===== src/dcache_pkg.sv =====
// shared definitions for the data cache
//   address split and geometry constants
//   packed request/response structs for the cpu and memory channels
//   controller state encoding

package dcache_pkg;

  localparam int ADDR_W   = 32;
  localparam int DATA_W   = 64;
  localparam int STRB_W   = DATA_W / 8;
  localparam int OFFSET_W = 3;                           // byte within word
  localparam int INDEX_W  = 6;
  localparam int SETS     = 1 << INDEX_W;
  localparam int TAG_W    = ADDR_W - INDEX_W - OFFSET_W; // 23 bits
  localparam int WAYS     = 2;

  // peripheral space sits below this boundary
  localparam logic [ADDR_W-1:0] UNCACHED_LIMIT = 32'h8000_0000;

  typedef struct packed {
    logic              we;
    logic [ADDR_W-1:0] addr;
    logic [DATA_W-1:0] wdata;
    logic [STRB_W-1:0] wstrb;
  } cpu_req_t;

  typedef struct packed {
    logic [DATA_W-1:0] rdata;
    logic [1:0]        resp;
  } cpu_rsp_t;

  // same layout as the cpu request
  typedef struct packed {
    logic              we;
    logic [ADDR_W-1:0] addr;
    logic [DATA_W-1:0] wdata;
    logic [STRB_W-1:0] wstrb;
  } mem_req_t;

  typedef struct packed {
    logic [DATA_W-1:0] rdata;
    logic [1:0]        resp;
  } mem_rsp_t;

  typedef enum logic [3:0] {
    IDLE, LOOKUP, RESPOND,
    WB_REQ, WB_RSP,
    FILL_REQ, FILL_RSP,
    UC_REQ, UC_RSP
  } cache_state_e;

endpackage


===== src/dcache_ctrl.sv =====
// data cache controller
//   FSM for hit, write-back, refill and uncached paths
//   cpu and memory valid/ready channels
//   drives tag lookup/update and both data rams

`timescale 1ns/10ps

module dcache_ctrl import dcache_pkg::*; (
  input  logic               clk,
  input  logic               rst,
  // cpu side
  input  logic               cpu_req_valid_i,
  output logic               cpu_req_ready_o,
  input  cpu_req_t           cpu_req_i,
  output logic               cpu_rsp_valid_o,
  input  logic               cpu_rsp_ready_i,
  output cpu_rsp_t           cpu_rsp_o,
  // memory side
  output logic               mem_req_valid_o,
  input  logic               mem_req_ready_i,
  output mem_req_t           mem_req_o,
  input  logic               mem_rsp_valid_i,
  output logic               mem_rsp_ready_o,
  input  mem_rsp_t           mem_rsp_i,
  // tag array
  output logic               lookup_o,
  output logic [INDEX_W-1:0] index_o,
  output logic [TAG_W-1:0]   tag_o,
  input  logic               hit_i,
  input  logic               hit_way_i,
  input  logic               victim_way_i,
  input  logic               victim_dirty_i,
  input  logic [TAG_W-1:0]   victim_tag_i,
  output logic               upd_o,
  output logic               upd_way_o,
  output logic [INDEX_W-1:0] upd_index_o,
  output logic [TAG_W-1:0]   upd_tag_o,
  output logic               upd_valid_o,
  output logic               upd_dirty_o,
  // data rams
  output logic [WAYS-1:0]    ram_en_o,
  output logic               ram_we_o,
  output logic [STRB_W-1:0]  ram_be_o,
  output logic [INDEX_W-1:0] ram_index_o,
  output logic [DATA_W-1:0]  ram_wdata_o,
  input  logic [DATA_W-1:0]  ram_rdata0_i,
  input  logic [DATA_W-1:0]  ram_rdata1_i
);

  cache_state_e state_q;
  cpu_req_t     req_q;
  cpu_rsp_t     rsp_q;
  logic         rsp_valid_q;
  logic         req_ready_q;

  logic               accept;
  logic               in_uncached;
  logic [INDEX_W-1:0] req_index;
  logic [TAG_W-1:0]   req_tag;
  logic [DATA_W-1:0]  hit_word;
  logic [DATA_W-1:0]  victim_word;
  logic               mem_req_fire;
  logic               mem_rsp_fire;
  logic               write_hit;
  logic               fill_done;

  assign accept       = cpu_req_valid_i & req_ready_q;
  assign in_uncached  = cpu_req_i.addr < UNCACHED_LIMIT;
  assign req_index    = req_q.addr[OFFSET_W +: INDEX_W];
  assign req_tag      = req_q.addr[ADDR_W-1 -: TAG_W];
  assign hit_word     = hit_way_i ? ram_rdata1_i : ram_rdata0_i;
  assign victim_word  = victim_way_i ? ram_rdata1_i : ram_rdata0_i;
  assign mem_req_fire = mem_req_valid_o & mem_req_ready_i;
  assign mem_rsp_fire = mem_rsp_valid_i & mem_rsp_ready_o;
  assign fill_done    = (state_q == FILL_RSP) & mem_rsp_fire;

  // first RESPOND cycle of a cached write
  assign write_hit = (state_q == RESPOND) & ~rsp_valid_q & req_q.we;

  assign cpu_req_ready_o = req_ready_q;
  assign cpu_rsp_valid_o = rsp_valid_q;
  assign cpu_rsp_o       = rsp_q;
  assign mem_rsp_ready_o = (state_q == WB_RSP) | (state_q == FILL_RSP) | (state_q == UC_RSP);

  // lookup on accept, and again once the fill lands
  assign lookup_o = (accept & ~in_uncached) | fill_done;
  assign index_o  = (state_q == IDLE) ? cpu_req_i.addr[OFFSET_W +: INDEX_W] : req_index;
  assign tag_o    = (state_q == IDLE) ? cpu_req_i.addr[ADDR_W-1 -: TAG_W] : req_tag;

  always_comb begin
    upd_o       = 1'b0;
    upd_way_o   = hit_way_i;
    upd_index_o = req_index;
    upd_tag_o   = req_tag;
    upd_valid_o = 1'b1;
    upd_dirty_o = 1'b0;
    if ((state_q == FILL_REQ) && mem_req_fire) begin
      upd_o     = 1'b1;          // install clean, ready for re-lookup
      upd_way_o = victim_way_i;
    end else if (write_hit) begin
      upd_o       = 1'b1;
      upd_dirty_o = 1'b1;
    end
  end

  always_comb begin
    ram_en_o    = '0;
    ram_we_o    = 1'b0;
    ram_be_o    = '1;
    ram_index_o = req_index;
    ram_wdata_o = mem_rsp_i.rdata;
    if (state_q == LOOKUP) begin
      if (hit_i) begin
        ram_en_o[hit_way_i] = 1'b1;
      end else if (victim_dirty_i) begin
        ram_en_o[victim_way_i] = 1'b1; // victim word for write-back
      end
    end else if (fill_done) begin
      ram_en_o[victim_way_i] = 1'b1;
      ram_we_o               = 1'b1;
    end else if (write_hit) begin
      ram_en_o[hit_way_i] = 1'b1;
      ram_we_o            = 1'b1;
      ram_be_o            = req_q.wstrb;
      ram_wdata_o         = req_q.wdata;
    end
  end

  always_comb begin
    mem_req_valid_o = 1'b0;
    mem_req_o       = '0;
    case (state_q)
      WB_REQ: begin
        mem_req_valid_o = 1'b1;
        mem_req_o.we    = 1'b1;
        mem_req_o.addr  = {victim_tag_i, req_index, {OFFSET_W{1'b0}}};
        mem_req_o.wdata = victim_word;
        mem_req_o.wstrb = '1;
      end
      FILL_REQ: begin
        mem_req_valid_o = 1'b1;
        mem_req_o.addr  = {req_tag, req_index, {OFFSET_W{1'b0}}};
        mem_req_o.wstrb = '1;
      end
      UC_REQ: begin
        mem_req_valid_o = 1'b1;
        mem_req_o       = mem_req_t'(req_q); // passed through untouched
      end
      default: ;
    endcase
  end

  always_ff @(posedge clk) begin
    if (rst) begin
      state_q     <= IDLE;
      rsp_valid_q <= 1'b0;
      req_ready_q <= 1'b1;
    end else begin
      case (state_q)
        IDLE: begin
          if (accept) begin
            req_ready_q <= 1'b0;
            state_q     <= in_uncached ? UC_REQ : LOOKUP;
          end
        end
        LOOKUP: begin
          if (hit_i) begin
            state_q <= RESPOND;
          end else if (victim_dirty_i) begin
            state_q <= WB_REQ;
          end else begin
            state_q <= FILL_REQ;
          end
        end
        WB_REQ:   if (mem_req_fire) state_q <= WB_RSP;
        WB_RSP:   if (mem_rsp_fire) state_q <= FILL_REQ;
        FILL_REQ: if (mem_req_fire) state_q <= FILL_RSP;
        FILL_RSP: if (mem_rsp_fire) state_q <= LOOKUP;
        UC_REQ:   if (mem_req_fire) state_q <= UC_RSP;
        UC_RSP: begin
          if (mem_rsp_fire) begin
            rsp_valid_q <= 1'b1;
            state_q     <= RESPOND;
          end
        end
        RESPOND: begin
          if (!rsp_valid_q) begin
            rsp_valid_q <= 1'b1;
          end else if (cpu_rsp_ready_i) begin
            rsp_valid_q <= 1'b0;
            req_ready_q <= 1'b1;
            state_q     <= IDLE;
          end
        end
        default: state_q <= IDLE;
      endcase
    end
  end

  // payload registers
  always_ff @(posedge clk) begin
    if (accept) begin
      req_q <= cpu_req_i;
    end
    if ((state_q == RESPOND) && !rsp_valid_q) begin
      rsp_q.rdata <= req_q.we ? '0 : hit_word;
      rsp_q.resp  <= 2'b00;
    end else if ((state_q == UC_RSP) && mem_rsp_fire) begin
      rsp_q <= cpu_rsp_t'(mem_rsp_i); // resp forwarded as is
    end
  end

  mem_req_stable_a : assert property (
    @(posedge clk) disable iff (rst)
    mem_req_valid_o && !mem_req_ready_i |=> mem_req_valid_o && $stable(mem_req_o)
  );

  // one request in flight
  req_ready_idle_a : assert property (
    @(posedge clk) disable iff (rst)
    cpu_req_ready_o |-> state_q == IDLE
  );

endmodule


===== config.mk =====
export PLATFORM = sky130hd
export DESIGN_NAME = dcache_ctrl
export DESIGN_NICKNAME = d
export VERILOG_FILES = /design/src/dcache_pkg.sv /design/src/dcache_ctrl.sv
export SDC_FILE = /design/constraint.sdc
export NUM_CORES = 1
export LEC_CHECK = 0
export ABC_AREA = 1
export BUFFER_PORTS_ARGS = -buffer_cell sky130_fd_sc_hd__buf_2
export CAP_MARGIN = 20
export CORE_AREA = 2 2 256 258
export CTS_BUF_LIST = sky130_fd_sc_hd__clkbuf_4
export CTS_CLUSTER_SIZE = 12
export DETAILED_ROUTE_END_ITERATION = 8
export DIE_AREA = 0 0 258 260
export GPL_TIMING_DRIVEN = 0
export HOLD_SLACK_MARGIN = 0.05
export SLEW_MARGIN = 20
export SYNTH_ARGS = -nofsm -noshare
export SYNTH_HDL_FRONTEND = slang
export SYNTH_SLANG_ARGS = --single-unit

===== constraint.sdc =====
create_clock -name clk -period 5.4 [get_ports clk]
set_clock_uncertainty 0.15 [all_clocks]
set_input_delay 0.54 -clock clk [delete_from_list [all_inputs] [get_ports clk]]
set_output_delay 0.54 -clock clk [all_outputs]
set_load 0.02 [all_outputs]

# [Yosys cells after proc, flatten, opt, wreduce, memory -nomap -nowiden]
# Index checks and enable logic that the tools add are counted.
[op_classes] order_cmp=5 eq_ne=17 mux=54 bitwise=12 n_reduce_logical=15
[op_table] cell="$mux 64" count=6
[op_table] cell="$mux 66" count=2
[op_table] cell="$pmux 64 s2" count=1
[op_table] cell="$pmux 32 s3" count=1
[op_table] cell="$mux 4" count=9
[op_table] cell="$pmux 4 s9" count=1
[op_table] cell="$lt 32x32->1 const B" count=1
[op_table] cell="$mux 8" count=3
[op_table] cell="$mux 23" count=1
[op_table] cell="$ne 2x2->1 const B" count=9
[op_table] cell="$eq 4x3->1 const B" count=4
[op_table] cell="$pmux 8 s2" count=1
[op_table] cell="$mux 1" count=15
[op_table] cell="$mux 2" count=5
[op_table] cell="$mux 3" count=3
[op_table] cell="$reduce_and 9->1" count=1
[op_table] cell="$eq 4x2->1 const B" count=2
[op_table] cell="$and 1x1->1" count=7
[op_table] cell="$mux 6" count=1
[op_table] cell="$pmux 1 s2" count=3
[op_table] cell="$reduce_bool 2->1" count=3
[op_table] cell="$logic_and 1x1->1" count=5
[op_table] cell="$eq 4x1->1 const B" count=1
[op_table] cell="$eq 4x4->1 const B" count=1
[op_table] cell="other kinds (11)" count=17
[totals] ff_bits=177 in_bits=332 output_inout_bits=319 elab_cells=112

# [Logic depth before layout (Yosys ltp)]
# Gate-level depths: netlist (run 1).
[logic_depth] word_depth=7 mapped_depth=10 ltp_nobuf=9

# [Worst setup path after synthesis (run 1)]
# No wires, ideal clock.
[synth_path] path_kind="register -> register" startpoint="register state_q[1]" endpoint="register rsp_q (netlist bit cpu_rsp_o[10]), enable pin" setup_time_ns=0.577 t_arrival_ns=5.244 required_ns=4.673 setup_slack_ns=-0.571 path_stages_with_launch=5 n_path_buf=0 synth_period_minus_slack_ns=5.971 cell_sequence="dfxtp_1 > inv_2 > nor2_4 > nand2_2 > o21ai_0"
[synth_via] elab_chain_len=6 elab_cells_between_ends=10 cone_classes="eq/ne (4); bitwise (3); reduce/logical (3)"
[synth_rtl] item="start, declared" line_no="dcache_ctrl.sv:50" text="cache_state_e state_q;"
[synth_rtl] item="start signal, assigned" line_no="dcache_ctrl.sv:163" text="state_q <= in_uncached ? UC_REQ : LOOKUP;"
[synth_rtl] item="$eq 4x3->1" line_no="dcache_ctrl.sv:83" text="assign mem_rsp_ready_o = (state_q == WB_RSP) | (state_q == FILL_RSP) | (state_q == UC_RSP);"
[synth_rtl] item="$or 1x1->1 (2 in series)" line_no="dcache_ctrl.sv:83"
[synth_rtl] item="$and 1x1->1" line_no="dcache_ctrl.sv:74" text="assign mem_rsp_fire = mem_rsp_valid_i & mem_rsp_ready_o;"
[synth_rtl] item="$logic_and 1x1->1" line_no="dcache_ctrl.sv:208" text="end else if ((state_q == UC_RSP) && mem_rsp_fire) begin"
[synth_rtl] item="$reduce_bool 2->1 (no line) *"
[synth_rtl] item="end signal, assigned" line_no="dcache_ctrl.sv:209" text="rsp_q <= cpu_rsp_t'(mem_rsp_i);"
[synth_rtl] item="end, declared" line_no="dcache_ctrl.sv:52" text="cpu_rsp_t rsp_q;"
# Mark *: on every way between the ends. The rest lies on a longest branch, timed or not.
# A chain may end at the register's enable or synchronous reset.

# [Worst setup path after layout (run 1)]
[layout_path] startpoint="register state_q[0]" endpoint="output ram_wdata_o[18]"
[layout_via] elab_chain_len=7 elab_cells_between_ends=14 cone_classes="eq/ne (5); mux (3); bitwise (6)"
[layout_rtl] item="$eq 4x3->1, on equally long branches" line_no="dcache_ctrl.sv:83, dcache_ctrl.sv:75"
[layout_rtl] item="$or 1x1->1 (2 in series)" line_no="dcache_ctrl.sv:83"
[layout_rtl] item="$and 1x1->1" line_no="dcache_ctrl.sv:74"
[layout_rtl] item="$and 1x1->1" line_no="dcache_ctrl.sv:75" text="assign fill_done = (state_q == FILL_RSP) & mem_rsp_fire;"
[layout_rtl] item="$mux 64" line_no="dcache_ctrl.sv:118" text="end else if (fill_done) begin"
[layout_rtl] item="$mux 64 *" line_no="dcache_ctrl.sv:112" text="if (state_q == LOOKUP) begin"
[layout_rtl] item="end, declared" line_no="dcache_ctrl.sv:45" text="output logic [DATA_W-1:0] ram_wdata_o,"
# Marks and branches as above.

==> results of run 1 <==
-- worst paths after layout --
| path | start | to | slack [ps] | cells after the start |
|---|---|---|---|---|
| setup / recovery | state_q[0]$_SDFFE_PP0P_ | ram_wdata_o[18] | 1490 | 8 |
| hold / removal | ram_rdata1_i[61] | cpu_rsp_o[63]$_DFFE_PP_ | 200 | 3 |
| setup reg to reg | state_q[0]$_SDFFE_PP0P_ | cpu_rsp_o[64]$_DFFE_PP_ | 2110 | 9 |
| hold reg to reg | cpu_rsp_o[1]$_SDFFE_PN0P_ | cpu_rsp_o[1]$_SDFFE_PN0P_ | 330 | 2 |
-- registers in the layout, indices dropped and copies added, names as in the netlist --
signal / cells
cpu_rsp_o: 66
cpu_req_ready_o: 1
cpu_rsp_valid_o: 1
req_q: 76
upd_tag_o: 23
state_q: 4
ram_index_o: 6
-- per-layer routing --
layer	share of wire	vias up
li1	-	6067
met1	0.42	6163
met2	0.49	724
met3	0.074	93
met4	0.021	6
met5	0.00074	-
-- repair_timing --
action                    CTS  global route
setup buffers               0             0
hold buffers              240             0
hold endpoints to repair  177             0
-- power by group --
| part | switching, uW | leakage, uW | internal, uW |
|---|---|---|---|
| registers | 115 | 0.00169 | 1860 |
| logic | 2070 | 0.00702 | 1060 |
| clock network | 615 | 0.000156 | 295 |
-- per-stage QoR --
| stage | TNS [ps] | power [uW] | hold slack [ps] |
|---|---|---|---|
| floorplan | 0 | 3680 | 395 |
| global placement | -101360 | 4910 | 303 |
| detailed placement | 0 | 4930 | 306 |
| CTS | 0 | 6070 | 53.1 |
| global route | 0 | 6350 | 73.5 |
| finish | 0 | 6010 | 200 |
-- cell usage in the layout, fill, tap and decap left out, drive strengths merged --
cell         instances
o22ai               64
nand4                2
o221ai               2
clkinv               1
a32o                14
a21oi               80
buf                728
dlygate4sd3        240
mux2                14
clkinvlp             3
o211ai              66
o21ai              151
nand3b               1
nand3               15
nand2              315
bufinv               2
dfxtp                8
conb                 1
nor2                40
inv                187
clkbuf              67
a21boi               1
diode                9
nor3                 1
edfxtp             169
-- cell type report --
type / instances / area share
tap: 855 / 0.0604
antenna: 9 / 0.00127
timing repair buffer: 893 / 0.325
clock inverter: 14 / 0.00933
clock buffer: 18 / 0.00763
inverter: 179 / 0.0382
sequential: 177 / 0.296
buffer: 124 / 0.0409
multi-input combinational: 767 / 0.222
-- worst max-delay path, delay by kind of cell (launching register included) --
family,cells,cell delay (ps)
AO/OA/AOI/OAI,1,420
buffers and inverters,3,810
flip-flops,1,330
AND/OR/NAND/NOR,4,880
-- cells by family (layout without fill, tap and decap cells) --
family / count (synthesis) / count (layout) / synth area share
other: 1 / 10 / 0.000356
muxes: 14 / 14 / 0.0150
DFF: 177 / 177 / 0.497
buffers and inverters: 303 / 1228 / 0.132
and+or+nand+nor: 374 / 374 / 0.140
AOI/OAI and AO/OA: 378 / 378 / 0.216
==> results.toml, run 1 <==
[sta]
setup_violations = 0
timing.fmax_mhz = 256
tightest_slew_ps = 1000
hold_violations = 0
timing.slew.headroom = 0.332
timing.final.max_slew_violations = 0
rsz0062_at_grt = "false"
post-route-worst-setup-slack_ps = 1490
period_share = 0.724
fin_crit_ps = 3910

[clock_tree]
clkSlewWorstSetupHoldPaths_ps = 180
clock_tree.root_cell = "clkbuf_4"
worstSkewPairLatency_ps = 740
clock_path_buffers = 2
cts_resized = 0
numCtsBuffers = 17
cts_tree = "built"
cts.sinks = 177
htree_num_levels = 4

[outcome]
run_status = "finished, final reports clean"

[global_route]
grt_use_met1 = 0.217
track_usage = 0.174
grt_antenna_before_repair = 8
grt_pass1_vias = 12700
grtUsageMet2 = 0.296
global_route_wire_length_before_repair_microns = 84600
maximum_number_of_pins_on_one_net_before_global_route_repair = 66
grt-ovfl-total = 0
grt.met3_usage = 0.0381
global_route.peak_usage_layer = "met2"

[yosys]
post_synth_most_frequent_cells = "nand2_1 (312), inv_1 (176), edfxtp_1 (169), o21ai_0 (96), a21oi_1 (80)"
syn_inst = 1247
synthesis.nets = 1579
synth-async-reset-ratio = 0
syn-cell-area_sq_um = 10500
ys_top_cells_by_area = "edfxtp_1 (48%), nand2_1 (11%), inv_1 (6.3%)"
number_of_flops_mapped_to_enable_cells_by_yosys = 169
flip_flop_cell_with_the_highest_count_after_synthesis = "edfxtp_1"
postSynthRegisterBits = 177
distinct_cells_synth = 29
synth_top_area_frac = 0.482
post_synth_top_area_cell = "edfxtp_1"
synth_warnings = 0
synth_sequential_area_ratio = 0.497
syn_area_per_cell_sq_um = 8.45
most_numerous_cell_in_the_yosys_netlist = "nand2_1"

[layout]
regArea_sq_um = 5240
postLayoutCellArea_sq_um = 17700
multi_input_comb_area_sq_um = 3920
final_core_util = 0.276
final_layout_size_suffix_gt1_frac = 0.370
finish.cell_count_without_fillers = 3036
p_r_area_growth_vs_syn_pct = 68.0
fillCellCount = 6916
num-nets-final = 2491

[floorplan]
die_area_sq_um = 67100
io_pins = 651
design.core.area_sq_um = 64100
start_util = 0.164
die-height_microns = 260
die_w_microns = 258
std_cell_rows = 93

[critical_path]
critical_path.startpoint_type = "register"
critical_path_class = "reg -> out"
worst_ep_required_time_ps = 4710
critical_path.endpoint_type = "output port"
critical_path.cell_chain = "buf_2, nor2_4, nand2_2, nor2_4, nand2_2, clkbuf_1, o21ai_0, buf_2"
timing.critical_path.fanout_max = 10
critical_path.max_stage_delay_ps = 420
worst-endpoint-arrival_ps = 3220
slowest_stage = "o21ai_0"

[routing]
drtAntennaViolNets = 0
count_of_tritonroute_iterations_in_the_first_routing_pass = 5
routedWlPerCell_microns = 20.2
route.detailed.drc = 0
detail_route.wirelength_microns = 61200
num_vias = 13100
detail_route.iter0.violations = 1185
routed_via_density = 4.30

[placement]
placedCellCount = 2755
gp_routability_congestion = 0.903
dp.final_hpwl_microns = 47000
dpl_cell_area_sq_um = 15000
io_buffers = 649
pre_cts_slack_ps = 1630

[power]
worst_ir_drop_vdd_v = 0.000179
power_density_nw_per_um2 = 340
cellLeakagePower_uw = 0.00886

[worst_hold_path]
holdCritPathClass = "in -> reg"

[job]
drv_cap = 0
No activity file was read; power rests on OpenSTA's default activity.
==> run 2, diff against run 1 <==
ABC_AREA = 0   (was 1)
CORE_AREA = 2 2 252 254   (was 2 2 256 258)
DIE_AREA = 0 0 254 256   (was 0 0 258 260)
clock period = 3.9 ns   (was 5.4 ns; I/O delays follow)
==> run 2 against run 1 <==
Effect of this change:
- flip-flop and latch count stayed put
- die area fell by 3.1%
- area after synthesis down 3.7%
- clock-buffer cell count is 1 lower
- register-to-register slack worse by 1800 ps
- sequential power rose by 32%
- utilization up 0.22 points
- non-clock buffer count is 9 lower
- critical path depth is 1 higher
- first-iteration DRC count decreased by 29%
- highest routed layer is now met4
==> results.toml, run 2 <==
[placement]
placedCellCount = 2516
gp_routability_congestion = 0.857
dpl_cell_area_sq_um = 14500
dp.final_hpwl_microns = 44800
io_buffers = 647

[layout]
regArea_sq_um = 5240
p_r_area_growth_vs_syn_pct = 71.1
multi_input_comb_area_sq_um = 4310
fillCellCount = 6733
finish.cell_count_without_fillers = 2810
largest-register = "req_q"
final_layout_size_suffix_gt1_frac = 0.410
postLayoutCellArea_sq_um = 17400
mostFrequentLayoutCells = "buf_2 (669), nand2_1 (330), dlygate4sd3_1 (247)"
layout_commonest_cell = "buf_2"
largest_reg_flops = 76
num-nets-final = 2271

[sta]
hold_violations = 0
timing.fmax_mhz = 274
setup_violations = 0
tightest_slew_ps = 1000
period_share = 0.934
hold_slack_ps = 184
timing.slew.headroom = 0.323
fin_crit_ps = 3640
totalNegativeSetupSlack_ps = 0
timing.final.max_slew_violations = 0

[power]
worst_ir_drop_vdd_v = 0.000290
power_density_nw_per_um2 = 429
netSwitchingFraction = 0.443
p_sw_uw = 3300
clkPwrFrac = 0.160
cellInternalPower_uw = 4150
finalPower_uw = 7450
portion_of_total_power_attributed_to_sequential_cells = 0.352
pwr-share-comb = 0.489
cellLeakagePower_uw = 0.00821

[yosys]
synth_warnings = 0
syn_inst = 1021
synth-adder-area-share = 0
flip_flop_cell_with_the_highest_count_after_synthesis = "edfxtp_1"
number_of_flops_mapped_to_enable_cells_by_yosys = 169
postSynthRegisterBits = 177
ys_top_cells_by_area = "edfxtp_1 (50%), mux2i_1 (13%), nand2_1 (12%)"
synth_sequential_area_ratio = 0.516
most_numerous_cell_in_the_yosys_netlist = "nand2_1"
distinct_cells_synth = 48
post_synth_top_area_cell = "edfxtp_1"
area_share_of_and_or_nand_nor_cells_after_synthesis = 0.160
syn-cell-area_sq_um = 10100
synth-compound-area-share = 0.102
synth_top_family_by_area = "multiplexers"
yosys.area_share.xor_xnor = 0
synthesis.nets = 1353
post_synth_mux_area_share = 0.163
synth_top_area_frac = 0.500
syn_area_per_cell_sq_um = 9.94
synth-async-reset-ratio = 0
post_synth_most_frequent_cells = "nand2_1 (330), edfxtp_1 (169), mux2i_1 (130), o21ai_1 (94), o21ai_0 (44)"

[clock_tree]
clock_path_buffers = 2
clkSlewWorstSetupHoldPaths_ps = 200
cts_tree = "built"
clock_tree.root_cell = "clkbuf_4"
htree_num_levels = 4
worstSkewPairLatency_ps = 740
cts.sinks = 177
numCtsBuffers = 17

[floorplan]
std_cell_rows = 92
die-height_microns = 256
start_util = 0.163
die_area_sq_um = 65000
design.core.area_sq_um = 62400
io_pins = 651
die_w_microns = 254

[global_route]
track_usage = 0.174
grt_antenna_before_repair = 13
grt_pass1_vias = 12100
global_route_wire_length_before_repair_microns = 80600
maximum_number_of_pins_on_one_net_before_global_route_repair = 66
grt-ovfl-total = 0

[routing]
count_of_tritonroute_iterations_in_the_first_routing_pass = 5
num_vias = 11900
drtAntennaViolNets = 0
routed_via_density = 4.22
detail_route.iter0.violations = 842
detail_route.wirelength_microns = 58600
routedWlPerCell_microns = 20.8
route.detailed.drc = 0

[job]
drv_cap = 0

[critical_path]
worst-r2r-setup-slack_ps = 310
critical_path.endpoint_type = "output port"
worst_ep_required_time_ps = 3360
worst-endpoint-arrival_ps = 3100
timing.critical_path.fanout_max = 10
critical_path.startpoint_type = "register"
critical_path_class = "reg -> out"

[worst_hold_path]
holdCritPathClass = "in -> reg"

[outcome]
run_status = "finished, final reports clean"
[run 2: cell types whose count changed in the layout (fill, tap and decap cells not counted), moves of 15 or more]
cell | previous run | this run
mux2i_1 | 0 | 130
a22o_1 | 0 | 23
o21ai_2 | 16 | 0
mux2_2 | 14 | 30
o21ai_0 | 95 | 44
inv_1 | 175 | 0
a21oi_1 | 80 | 6
nand2_1 | 312 | 330
o21ai_1 | 39 | 94
nor2_1 | 35 | 7
o22ai_1 | 64 | 2
o211ai_1 | 66 | 0
clkbuf_1 | 47 | 32
[run 2: final timing paths]
path	from	end	depth (start not counted)
worst min register to register	cpu_rsp_o[1]$_SDFFE_PN0P_	cpu_rsp_o[1]$_SDFFE_PN0P_	2
worst max register to register	state_q[3]$_SDFFE_PP0P_	cpu_rsp_o[5]$_DFFE_PP_	7
worst max-delay path	state_q[1]$_SDFFE_PP0P_	ram_wdata_o[36]	9
worst min-delay path	cpu_req_i[66]	req_q[66]$_DFFE_PP_	2
[run 2: final cells by class]
cell class	instances	area share
antenna	12	0.00173
clock buffer	17	0.00735
timing repair buffer	899	0.333
multi-input combinational	731	0.248
clock inverter	15	0.00937
inverter	4	0.00115
tap	846	0.0610
sequential	177	0.302
buffer	109	0.0362
[run 2: cell families after synthesis]
kind of cell / after synthesis
simple gates: 387
compound gates: 182
flops: 177
mux: 161
buf+inv: 113
other cells: 1
[run 2: power groups by stage]
stage / combinational (uW) / sequential (uW) / clock (uW)
2_1_floorplan: 1830 / 2740 / 0
3_3_place_gp: 3320 / 2680 / 0
3_5_place_dp: 3360 / 2650 / 0
4_1_cts: 3640 / 2610 / 1250
5_1_grt: 3860 / 2640 / 1310
6_report: 3640 / 2620 / 1190
[run 2: timing repair]
item                                    4_1_cts  5_1_grt
endpoints found under the setup margin      106       54
resized for setup                            10        8
endpoints found under the hold margin       177        0
cloned                                        0        0
setup buffers                                 2        0
hold buffers                                247        0
pin swaps                                     1        0
[run 2: through the flow]
step                setup slack, ps  utilization
finish                          257        0.278
global route                  -17.4        0.278
CTS                            13.9        0.277
detailed placement              631        0.233
global placement              -1230        0.232
floorplan                       333            -
[run 2: worst max-delay path, stage by stage, from the launching register on]
cell	delay, ps
dfxtp_2	430
or2b_2	390
nor4_4	260
buf_4	170
nand2_1	90
clkbuf_4	310
clkbuf_2	290
nand2_1	110
nand2_1	120
buf_2	190
[run 2: per-layer routing]
layer / GRT usage / wire length (microns) / vias to the layer above / share of wire
met4: 0.0775 / 2420 / 0 / 0.041
li1: - / - / 5421 / -
met5: 0 / 0 / - / 0
met1: 0.198 / 23200 / 5639 / 0.40
met3: 0.0463 / 4620 / 120 / 0.079
met2: 0.304 / 28300 / 686 / 0.48
